<file path="src/rtl/perip_pkg.sv">
package perip_pkg;

    ////////////////////////////////////////////////
    // Bus geometry
    ////////////////////////////////////////////////

    localparam int data_w = 32;
    localparam int addr_w = 4;

    // LED port width, shared by the switch input
    localparam int led_w = 16;

    ////////////////////////////////////////////////
    // Register map, byte offsets
    ////////////////////////////////////////////////

    localparam logic [addr_w-1:0] addr_led = 4'h0;
    localparam logic [addr_w-1:0] addr_seg = 4'h4;
    localparam logic [addr_w-1:0] addr_sw  = 4'h8;
    localparam logic [addr_w-1:0] addr_cnt = 4'hc;

    // Timer command words, compared whole
    localparam logic [data_w-1:0] cmd_start = 32'h8000_0000;
    localparam logic [data_w-1:0] cmd_stop  = 32'hffff_ffff;

endpackage

</file>
<file path="src/rtl/ms_timer.sv">
`timescale 1ns/1ps

module ms_timer #(
    parameter int clk_per_ms = 50000
) (
    input  logic                        clk,
    input  logic                        rst_sync,
    input  logic                        cnt_we,
    input  logic [perip_pkg::data_w-1:0] wr_data,
    output logic [perip_pkg::data_w-1:0] cnt_q
);

    import perip_pkg::*;

    // Prescaler width, kept at one bit for a one-cycle millisecond
    localparam int pre_w = (clk_per_ms > 1) ? $clog2(clk_per_ms) : 1;
    localparam logic [pre_w-1:0] pre_max = pre_w'(clk_per_ms - 1);

    logic              run;
    logic [pre_w-1:0]  pre_cnt;
    logic              ms_tick;
    logic [data_w-1:0] cnt_ms;

    ////////////////////////////////////////////////
    // Command decode
    ////////////////////////////////////////////////

    // Other words written here leave the run flag alone
    always_ff @(posedge clk) begin
        if (rst_sync) begin
            run <= 1'b0;
        end else if (cnt_we && wr_data == cmd_start) begin
            run <= 1'b1;
        end else if (cnt_we && wr_data == cmd_stop) begin
            run <= 1'b0;
        end
    end

    ////////////////////////////////////////////////
    // Prescaler and millisecond count
    ////////////////////////////////////////////////

    assign ms_tick = run && (pre_cnt == pre_max);

    // Back to zero whenever stopped
    always_ff @(posedge clk) begin
        if (rst_sync || !run || ms_tick) begin
            pre_cnt <= '0;
        end else begin
            pre_cnt <= pre_cnt + 1'b1;
        end
    end

    // Only reset clears the count, start just resumes it
    always_ff @(posedge clk) begin
        if (rst_sync) begin
            cnt_ms <= '0;
        end else if (ms_tick) begin
            cnt_ms <= cnt_ms + 1'b1;
        end
    end

    assign cnt_q = cnt_ms;

endmodule

</file>
<file path="src/rtl/perip_bridge.sv">
`timescale 1ns/1ps

module perip_bridge (
    input  logic                        clk,
    input  logic                        rst_sync,

    // Request side
    input  logic                        req_valid,
    output logic                        req_ready,
    input  logic                        req_write,
    input  logic [perip_pkg::addr_w-1:0] req_addr,
    input  logic [perip_pkg::data_w-1:0] req_wdata,

    // Response side
    output logic                        rsp_valid,
    input  logic                        rsp_ready,
    output logic [perip_pkg::data_w-1:0] rsp_rdata,

    // Peripheral strobes and shared write data
    output logic                        led_we,
    output logic                        seg_we,
    output logic                        cnt_we,
    output logic [perip_pkg::data_w-1:0] wr_data,

    // Readback words
    input  logic [perip_pkg::data_w-1:0] led_q,
    input  logic [perip_pkg::data_w-1:0] seg_q,
    input  logic [perip_pkg::data_w-1:0] sw_q,
    input  logic [perip_pkg::data_w-1:0] cnt_q
);

    import perip_pkg::*;

    logic              accept;
    logic              is_led;
    logic              is_seg;
    logic              is_cnt;
    logic [data_w-1:0] rd_word;

    // One request in flight, so a pending response blocks new ones
    assign req_ready = !rsp_valid;
    assign accept    = req_valid && req_ready;

    ////////////////////////////////////////////////
    // Address decode and read mux
    ////////////////////////////////////////////////

    // Misaligned offsets fall into unmapped space
    always_comb begin
        is_led  = 1'b0;
        is_seg  = 1'b0;
        is_cnt  = 1'b0;
        rd_word = '0;
        case (req_addr)
            addr_led: begin
                is_led  = 1'b1;
                rd_word = led_q;
            end
            addr_seg: begin
                is_seg  = 1'b1;
                rd_word = seg_q;
            end
            addr_sw:  rd_word = sw_q;
            addr_cnt: begin
                is_cnt  = 1'b1;
                rd_word = cnt_q;
            end
            default: rd_word = '0;
        endcase
    end

    // Writes land on the acceptance edge
    assign led_we  = accept && req_write && is_led;
    assign seg_we  = accept && req_write && is_seg;
    assign cnt_we  = accept && req_write && is_cnt;
    assign wr_data = req_wdata;

    ////////////////////////////////////////////////
    // Response register
    ////////////////////////////////////////////////

    always_ff @(posedge clk) begin
        if (rst_sync) begin
            rsp_valid <= 1'b0;
        end else if (accept) begin
            rsp_valid <= 1'b1;
        end else if (rsp_ready) begin
            rsp_valid <= 1'b0;
        end
    end

    // Loads only on acceptance, so it holds under back-pressure
    always_ff @(posedge clk) begin
        if (accept) begin
            rsp_rdata <= req_write ? '0 : rd_word;
        end
    end

endmodule

</file>
<file path="src/rtl/perip_regs.sv">
`timescale 1ns/1ps

module perip_regs (
    input  logic                        clk,
    input  logic                        rst_sync,

    // Write strobes from the bridge
    input  logic                        led_we,
    input  logic                        seg_we,
    input  logic [perip_pkg::data_w-1:0] wr_data,

    // Board pins
    input  logic [perip_pkg::led_w-1:0]  sw,
    output logic [perip_pkg::led_w-1:0]  led,

    // Readback words
    output logic [perip_pkg::data_w-1:0] led_q,
    output logic [perip_pkg::data_w-1:0] seg_q,
    output logic [perip_pkg::data_w-1:0] sw_q
);

    import perip_pkg::*;

    logic [led_w-1:0]  led_r;
    logic [data_w-1:0] seg_r;
    logic [led_w-1:0]  sw_meta;
    logic [led_w-1:0]  sw_sync;

    ////////////////////////////////////////////////
    // Output registers
    ////////////////////////////////////////////////

    always_ff @(posedge clk) begin
        if (rst_sync) begin
            led_r <= '0;
        end else if (led_we) begin
            led_r <= wr_data[led_w-1:0];
        end
    end

    // Digits show zero until software writes a value
    always_ff @(posedge clk) begin
        if (rst_sync) begin
            seg_r <= '0;
        end else if (seg_we) begin
            seg_r <= wr_data;
        end
    end

    assign led   = led_r;
    assign led_q = {{(data_w - led_w){1'b0}}, led_r};
    assign seg_q = seg_r;

    ////////////////////////////////////////////////
    // Switch synchronizer
    ////////////////////////////////////////////////

    // Two flops make a change readable two cycles later
    always_ff @(posedge clk) begin
        sw_meta <= sw;
        sw_sync <= sw_meta;
    end

    assign sw_q = {{(data_w - led_w){1'b0}}, sw_sync};

endmodule

</file>
<file path="src/rtl/perip_top.sv">
`timescale 1ns/1ps

module perip_top #(
    parameter int clk_per_ms  = 50000,
    parameter int scan_cycles = 50000
) (
    input  logic                        clk,
    input  logic                        rst_sync,

    // CPU request and response
    input  logic                        req_valid,
    output logic                        req_ready,
    input  logic                        req_write,
    input  logic [perip_pkg::addr_w-1:0] req_addr,
    input  logic [perip_pkg::data_w-1:0] req_wdata,
    output logic                        rsp_valid,
    input  logic                        rsp_ready,
    output logic [perip_pkg::data_w-1:0] rsp_rdata,

    // Board pins
    input  logic [perip_pkg::led_w-1:0]  sw,
    output logic [perip_pkg::led_w-1:0]  led,
    output logic [7:0]                  an_n,
    output logic [6:0]                  seg_n
);

    import perip_pkg::*;

    logic              led_we;
    logic              seg_we;
    logic              cnt_we;
    logic [data_w-1:0] wr_data;
    logic [data_w-1:0] led_q;
    logic [data_w-1:0] seg_q;
    logic [data_w-1:0] sw_q;
    logic [data_w-1:0] cnt_q;

    perip_bridge perip_bridge_inst (
        .clk, .rst_sync,
        .req_valid, .req_ready, .req_write, .req_addr, .req_wdata,
        .rsp_valid, .rsp_ready, .rsp_rdata,
        .led_we, .seg_we, .cnt_we, .wr_data,
        .led_q, .seg_q, .sw_q, .cnt_q
    );

    perip_regs perip_regs_inst (
        .clk, .rst_sync, .led_we, .seg_we, .wr_data,
        .sw, .led, .led_q, .seg_q, .sw_q
    );

    ms_timer #(.clk_per_ms(clk_per_ms)) ms_timer_inst (
        .clk, .rst_sync, .cnt_we, .wr_data, .cnt_q
    );

    seg_scan #(.scan_cycles(scan_cycles)) seg_scan_inst (
        .clk, .rst_sync, .seg_q, .an_n, .seg_n
    );

endmodule

</file>
<file path="src/rtl/seg_scan.sv">
`timescale 1ns/1ps

module seg_scan #(
    parameter int scan_cycles = 50000
) (
    input  logic                        clk,
    input  logic                        rst_sync,
    input  logic [perip_pkg::data_w-1:0] seg_q,
    output logic [7:0]                  an_n,
    output logic [6:0]                  seg_n
);

    localparam int dw_w = (scan_cycles > 1) ? $clog2(scan_cycles) : 1;
    localparam logic [dw_w-1:0] dwell_max = dw_w'(scan_cycles - 1);

    logic [dw_w-1:0] dwell;
    logic [2:0]      digit;
    logic [3:0]      nibble;

    // Segment pattern, bit 0 is segment a, active high
    function automatic logic [6:0] hex_to_seg(input logic [3:0] nib);
        case (nib)
            4'h0: hex_to_seg = 7'h3f;
            4'h1: hex_to_seg = 7'h06;
            4'h2: hex_to_seg = 7'h5b;
            4'h3: hex_to_seg = 7'h4f;
            4'h4: hex_to_seg = 7'h66;
            4'h5: hex_to_seg = 7'h6d;
            4'h6: hex_to_seg = 7'h7d;
            4'h7: hex_to_seg = 7'h07;
            4'h8: hex_to_seg = 7'h7f;
            4'h9: hex_to_seg = 7'h6f;
            4'ha: hex_to_seg = 7'h77;
            4'hb: hex_to_seg = 7'h7c;
            4'hc: hex_to_seg = 7'h39;
            4'hd: hex_to_seg = 7'h5e;
            4'he: hex_to_seg = 7'h79;
            default: hex_to_seg = 7'h71;
        endcase
    endfunction

    ////////////////////////////////////////////////
    // Dwell timer and digit index
    ////////////////////////////////////////////////

    always_ff @(posedge clk) begin
        if (rst_sync) begin
            dwell <= '0;
            digit <= 3'd0;
        end else if (dwell == dwell_max) begin
            dwell <= '0;
            // Wraps from 7 back to 0
            digit <= digit + 3'd1;
        end else begin
            dwell <= dwell + 1'b1;
        end
    end

    ////////////////////////////////////////////////
    // Display lines
    ////////////////////////////////////////////////

    assign nibble = seg_q[{digit, 2'b00} +: 4];
    assign an_n   = ~(8'b0000_0001 << digit);
    assign seg_n  = ~hex_to_seg(nibble);

endmodule

</file>
<file path="config.mk">
export PLATFORM = sky130hd
export DESIGN_NAME = perip_top
export DESIGN_NICKNAME = d
export VERILOG_FILES = /design/src/rtl/perip_pkg.sv /design/src/rtl/ms_timer.sv /design/src/rtl/perip_bridge.sv /design/src/rtl/perip_regs.sv /design/src/rtl/perip_top.sv /design/src/rtl/seg_scan.sv
export SDC_FILE = /design/constraint.sdc
export NUM_CORES = 1
export LEC_CHECK = 0
export ABC_AREA = 1
export BUFFER_PORTS_ARGS = -buffer_cell sky130_fd_sc_hd__clkbuf_2
export CAP_MARGIN = 30
export CORE_ASPECT_RATIO = 0.9
export CORE_MARGIN = 8
export CORE_UTILIZATION = 49
export DETAILED_ROUTE_END_ITERATION = 10
export PLACE_DENSITY_LB_ADDON = 0.15
export SLEW_MARGIN = 20
export SYNTH_ARGS = -nofsm -noshare
export SYNTH_HDL_FRONTEND = slang
export SYNTH_SLANG_ARGS = --single-unit
</file>
<file path="constraint.sdc">
create_clock -name clk -period 1.91 [get_ports clk]
set_clock_uncertainty 0.05 [all_clocks]
set_input_delay 0.191 -clock clk [delete_from_list [all_inputs] [get_ports clk]]
set_output_delay 0.191 -clock clk [all_outputs]
set_load 0.02 [all_outputs]
</file>
==> impl_metrics.env <==
export IMPL_outcome="complete, but fails checks"
export IMPL_violations="negative setup slack"
export IMPL_fin_area_um2=10850
export IMPL_grt_usage_pct=22.25
export IMPL_max_cap_violations=0
export IMPL_insertion_delay_ns=0.44
export IMPL_viasPerCell=5.169
export IMPL_diodes=0
export IMPL_crit_path_max_fanout=8
export IMPL_crit_family="simple AND/OR/NAND/NOR gates"
export IMPL_layout_setup_ws_ns=-0.3966
export IMPL_antenna_found_initial=0
export IMPL_initial_core_util_pct=49.93
export IMPL_clock_sinks=181
export IMPL_ys_ff_latch=181
export IMPL_ir_worst_vdd_mv=0.7623
export IMPL_grt_pass1_vias=7629
export IMPL_route_vias_total=8054
export IMPL_met3WireLength_um=1608
export IMPL_synth_area_leader_cell="dfxtp_1"
export IMPL_ff2ff_setup_slack_ns=0.19
export IMPL_synth_area_top_cells="dfxtp_1 35%, nand2_1 14%, edfxtp_1 11%"
export IMPL_synth_nets=1223
export IMPL_max_stage_delay_ns=0.37
export IMPL_top_layer="met4"
export IMPL_ys_seq_area_share_pct=46.77
export IMPL_crit_path_cell_trace="buf_6 > nor2_2 > nor2_1 > o21ai_1 > nand3_1 > nand2_4 > inv_4 > ha_4 > nand3_4 > nand2_2 > nand2_2 > nand2_2 > buf_8"
export IMPL_async_flop_share_pct=0
export IMPL_gp_congestion=0.8845
export IMPL_cts_tree="built"
export IMPL_max_freq_ghz=0.4335
export IMPL_die_h_um=140.5
export IMPL_dieWidth_um=154.3
export IMPL_drive_gt1_share_pct=20.71
export IMPL_regToRegEndpoint="ms_timer_inst.cnt_q[12]"
export IMPL_wl_per_cell_um=15.46
export IMPL_synth_edf_count=32
export IMPL_path_common_cell="nand2_2"
export IMPL_num_rows=45
export IMPL_r2r_start="ms_timer_inst.pre_cnt[0]"
export IMPL_core_area_um2=16890
export IMPL_hold_end="perip_regs_inst.led[11]"
export IMPL_portBuffers=121
export IMPL_finalHoldViolCount=0
export IMPL_synth_flop_cell="dfxtp_1"
export IMPL_min_period_ns=2.307
export IMPL_rsz0062_at_grt="yes"
export IMPL_final_setup_tns_ns=-2.667
export IMPL_synth_distinct_cells=33
export IMPL_report_final_slew_viol_count=0
export IMPL_fin_crit_sh_pct=120.8
export IMPL_dr_pass1_iters=5
export IMPL_worst_slew_pin_slew_ns=0.5357
export IMPL_hold_depth=3
export IMPL_worstHoldStart="req_wdata[11]"
export IMPL_endpoint_kind="output port"
export IMPL_root_buffer="clkbuf_16"
export IMPL_wl_met2_um=10630
export IMPL_ctsLongestPathBuffers=2
export IMPL_cts_buffers=17
export IMPL_startpoint_type="flip-flop"
export IMPL_fin_nets=1406
export IMPL_synthTopCellsByCount="308 x nand2_1, 149 x dfxtp_1, 135 x nor2_1"
export IMPL_die_area_um2=21670
export IMPL_reg2regPathDepth=11
export IMPL_dp_hpwl_um=17720
export IMPL_netlist_area_um2=8433
export IMPL_setup_violations_final=9
export IMPL_synth_cells=1151
export IMPL_clk_pin_slew_worst_paths_ns=0.08
export IMPL_grt_overflow=0
export IMPL_grt_max_degree=34
export IMPL_drtIter0Drc=650
export IMPL_ant_nets=0
export IMPL_power_density_nw_per_um2=747.1
export IMPL_grt_pass1_wl_um=38790
export IMPL_post_dp_cell_area_um2=9537
export IMPL_path_class="flip-flop to output port"
export IMPL_worst_endpoint_arrival_ns=2.07
export IMPL_yosys_cell_count_top_type="nand2_1"
export IMPL_ys_warn_count=0
export IMPL_io_pins=122
export IMPL_post_place_ws_ns=-0.06901
export IMPL_area_growth_pct=28.63
export IMPL_path_buf_inv=3
export IMPL_drcViolationCount=0
export IMPL_fillerInstances=1471
export IMPL_maxSlewHeadroom_pct=64.28
export IMPL_hp_class="input pin to flip-flop"
export IMPL_h_tree_depth=4
export IMPL_cp_required_ns=1.67
export IMPL_synth_top_cell_area_share_pct=35.37
export IMPL_p_leak_nw=4.478
export IMPL_synth_area_per_cell_um2=7.327
export IMPL_crit_slowest_cell="dfxtp_4"
export IMPL_drt_total_wl_um=24090
export IMPL_wl_met1_um=11480
[state kept, by name, summed over array words and instances (netlist names)]
register,cells
seg_scan_inst.digit,3
perip_regs_inst.led,16
perip_regs_inst.seg_q,32
perip_bridge_inst.rsp_rdata,32
ms_timer_inst.cnt_q,32
perip_regs_inst.sw_meta,16
perip_regs_inst.sw_sync,16
perip_bridge_inst.rsp_valid,1
ms_timer_inst.run,1
ms_timer_inst.pre_cnt,16
seg_scan_inst.dwell,16
[worst max-delay path by stage]
stage	startpoint	to	slack, ns	cells after the start
2_1_floorplan	seg_scan_inst.digit[0]	seg_n[2]	-0.007	11
3_3_place_gp	seg_scan_inst.digit[0]	seg_n[3]	-0.02	11
3_5_place_dp	seg_scan_inst.digit[1]	seg_n[3]	-0.07	12
4_1_cts	seg_scan_inst.digit[0]	seg_n[0]	-0.39	13
5_1_grt	seg_scan_inst.digit[0]	seg_n[5]	-0.50	13
6_report	seg_scan_inst.digit[0]	seg_n[6]	-0.40	13
[cell usage in the layout (no fill, tap or decap), types with 5 or more instances in the layout]
cell,Yosys,final
nand2_1,308,288
dfxtp_1,149,146
nor2_1,135,129
inv_1,120,116
clkbuf_2,0,110
a21oi_1,86,86
nand3_1,90,85
o21ai_0,60,53
buf_4,10,40
dlygate4sd3_1,0,36
edfxtp_1,32,32
nand4_1,24,24
nand2_2,4,20
nor3_1,18,18
clkbuf_16,0,17
a41oi_1,16,16
nor2_2,8,12
xor2_1,10,10
inv_2,8,9
o21ai_1,2,8
ha_1,15,8
nand3_2,4,7
buf_12,0,7
ha_4,0,6
inv_8,0,5
buf_6,1,5
[cell families after synthesis]
group	Yosys count	share of synthesized area [%]
xor+xnor	12	1.246
simple gates	606	30.73
fa+ha+maj	15	2.226
compound gates	165	10.53
buf+inv	172	8.501
flops	181	46.77
[area by class of cell]
class	count	area [um^2]	area share, %
timing repair buffer	207	1528	14.08
multi-input combinational	798	3996	36.84
clock inverter	15	188.9	1.742
sequential	181	3953	36.44
inverter	129	493.0	4.544
clock buffer	17	425.4	3.922
tap	211	264.0	2.434
[worst min-delay path, cell delays in order]
cell	delay (ns)
clkbuf_2	0.09
inv_1	0.11
a21oi_1	0.07
[layer usage]
metal	vias to the layer above	GRT usage, %
li1	4109	-
met1	3660	29.62
met2	257	34.86
met3	28	5.904
met4	0	6.337
met5	-	0
[where the power goes]
part | leakage [nW] | internal [mW] | total, mW | switching (mW)
clock | 0.300 | 1.82 | 3.60 | 1.79
combinational | 2.65 | 0.193 | 0.499 | 0.306
sequential | 1.53 | 3.97 | 4.00 | 0.0363
total | 4.48 | 5.97 | 8.10 | 2.13
[metrics by stage]
step           util (%)  hold slack [ns]  power (mW)  cells
6_report          64.22          0.01402       8.104   1558
5_1_grt           64.22         0.009253       8.353   1558
4_1_cts           63.40         0.001810       8.165   1555
3_5_place_dp      56.46           0.2449       4.516   1485
3_3_place_gp      56.46           0.2433       4.512   1485
2_1_floorplan         -           0.1687       4.302   1151
[what timing repair did]
action                                 CTS  global route
gates cloned                             0             0
hold buffers                            36             0
endpoints found under the hold margin   44             0
resized for setup                       52            34
setup endpoints to repair                9            15
pin swaps                                7            13
setup buffers                            2             3
No activity file was read; power rests on OpenSTA's default activity.
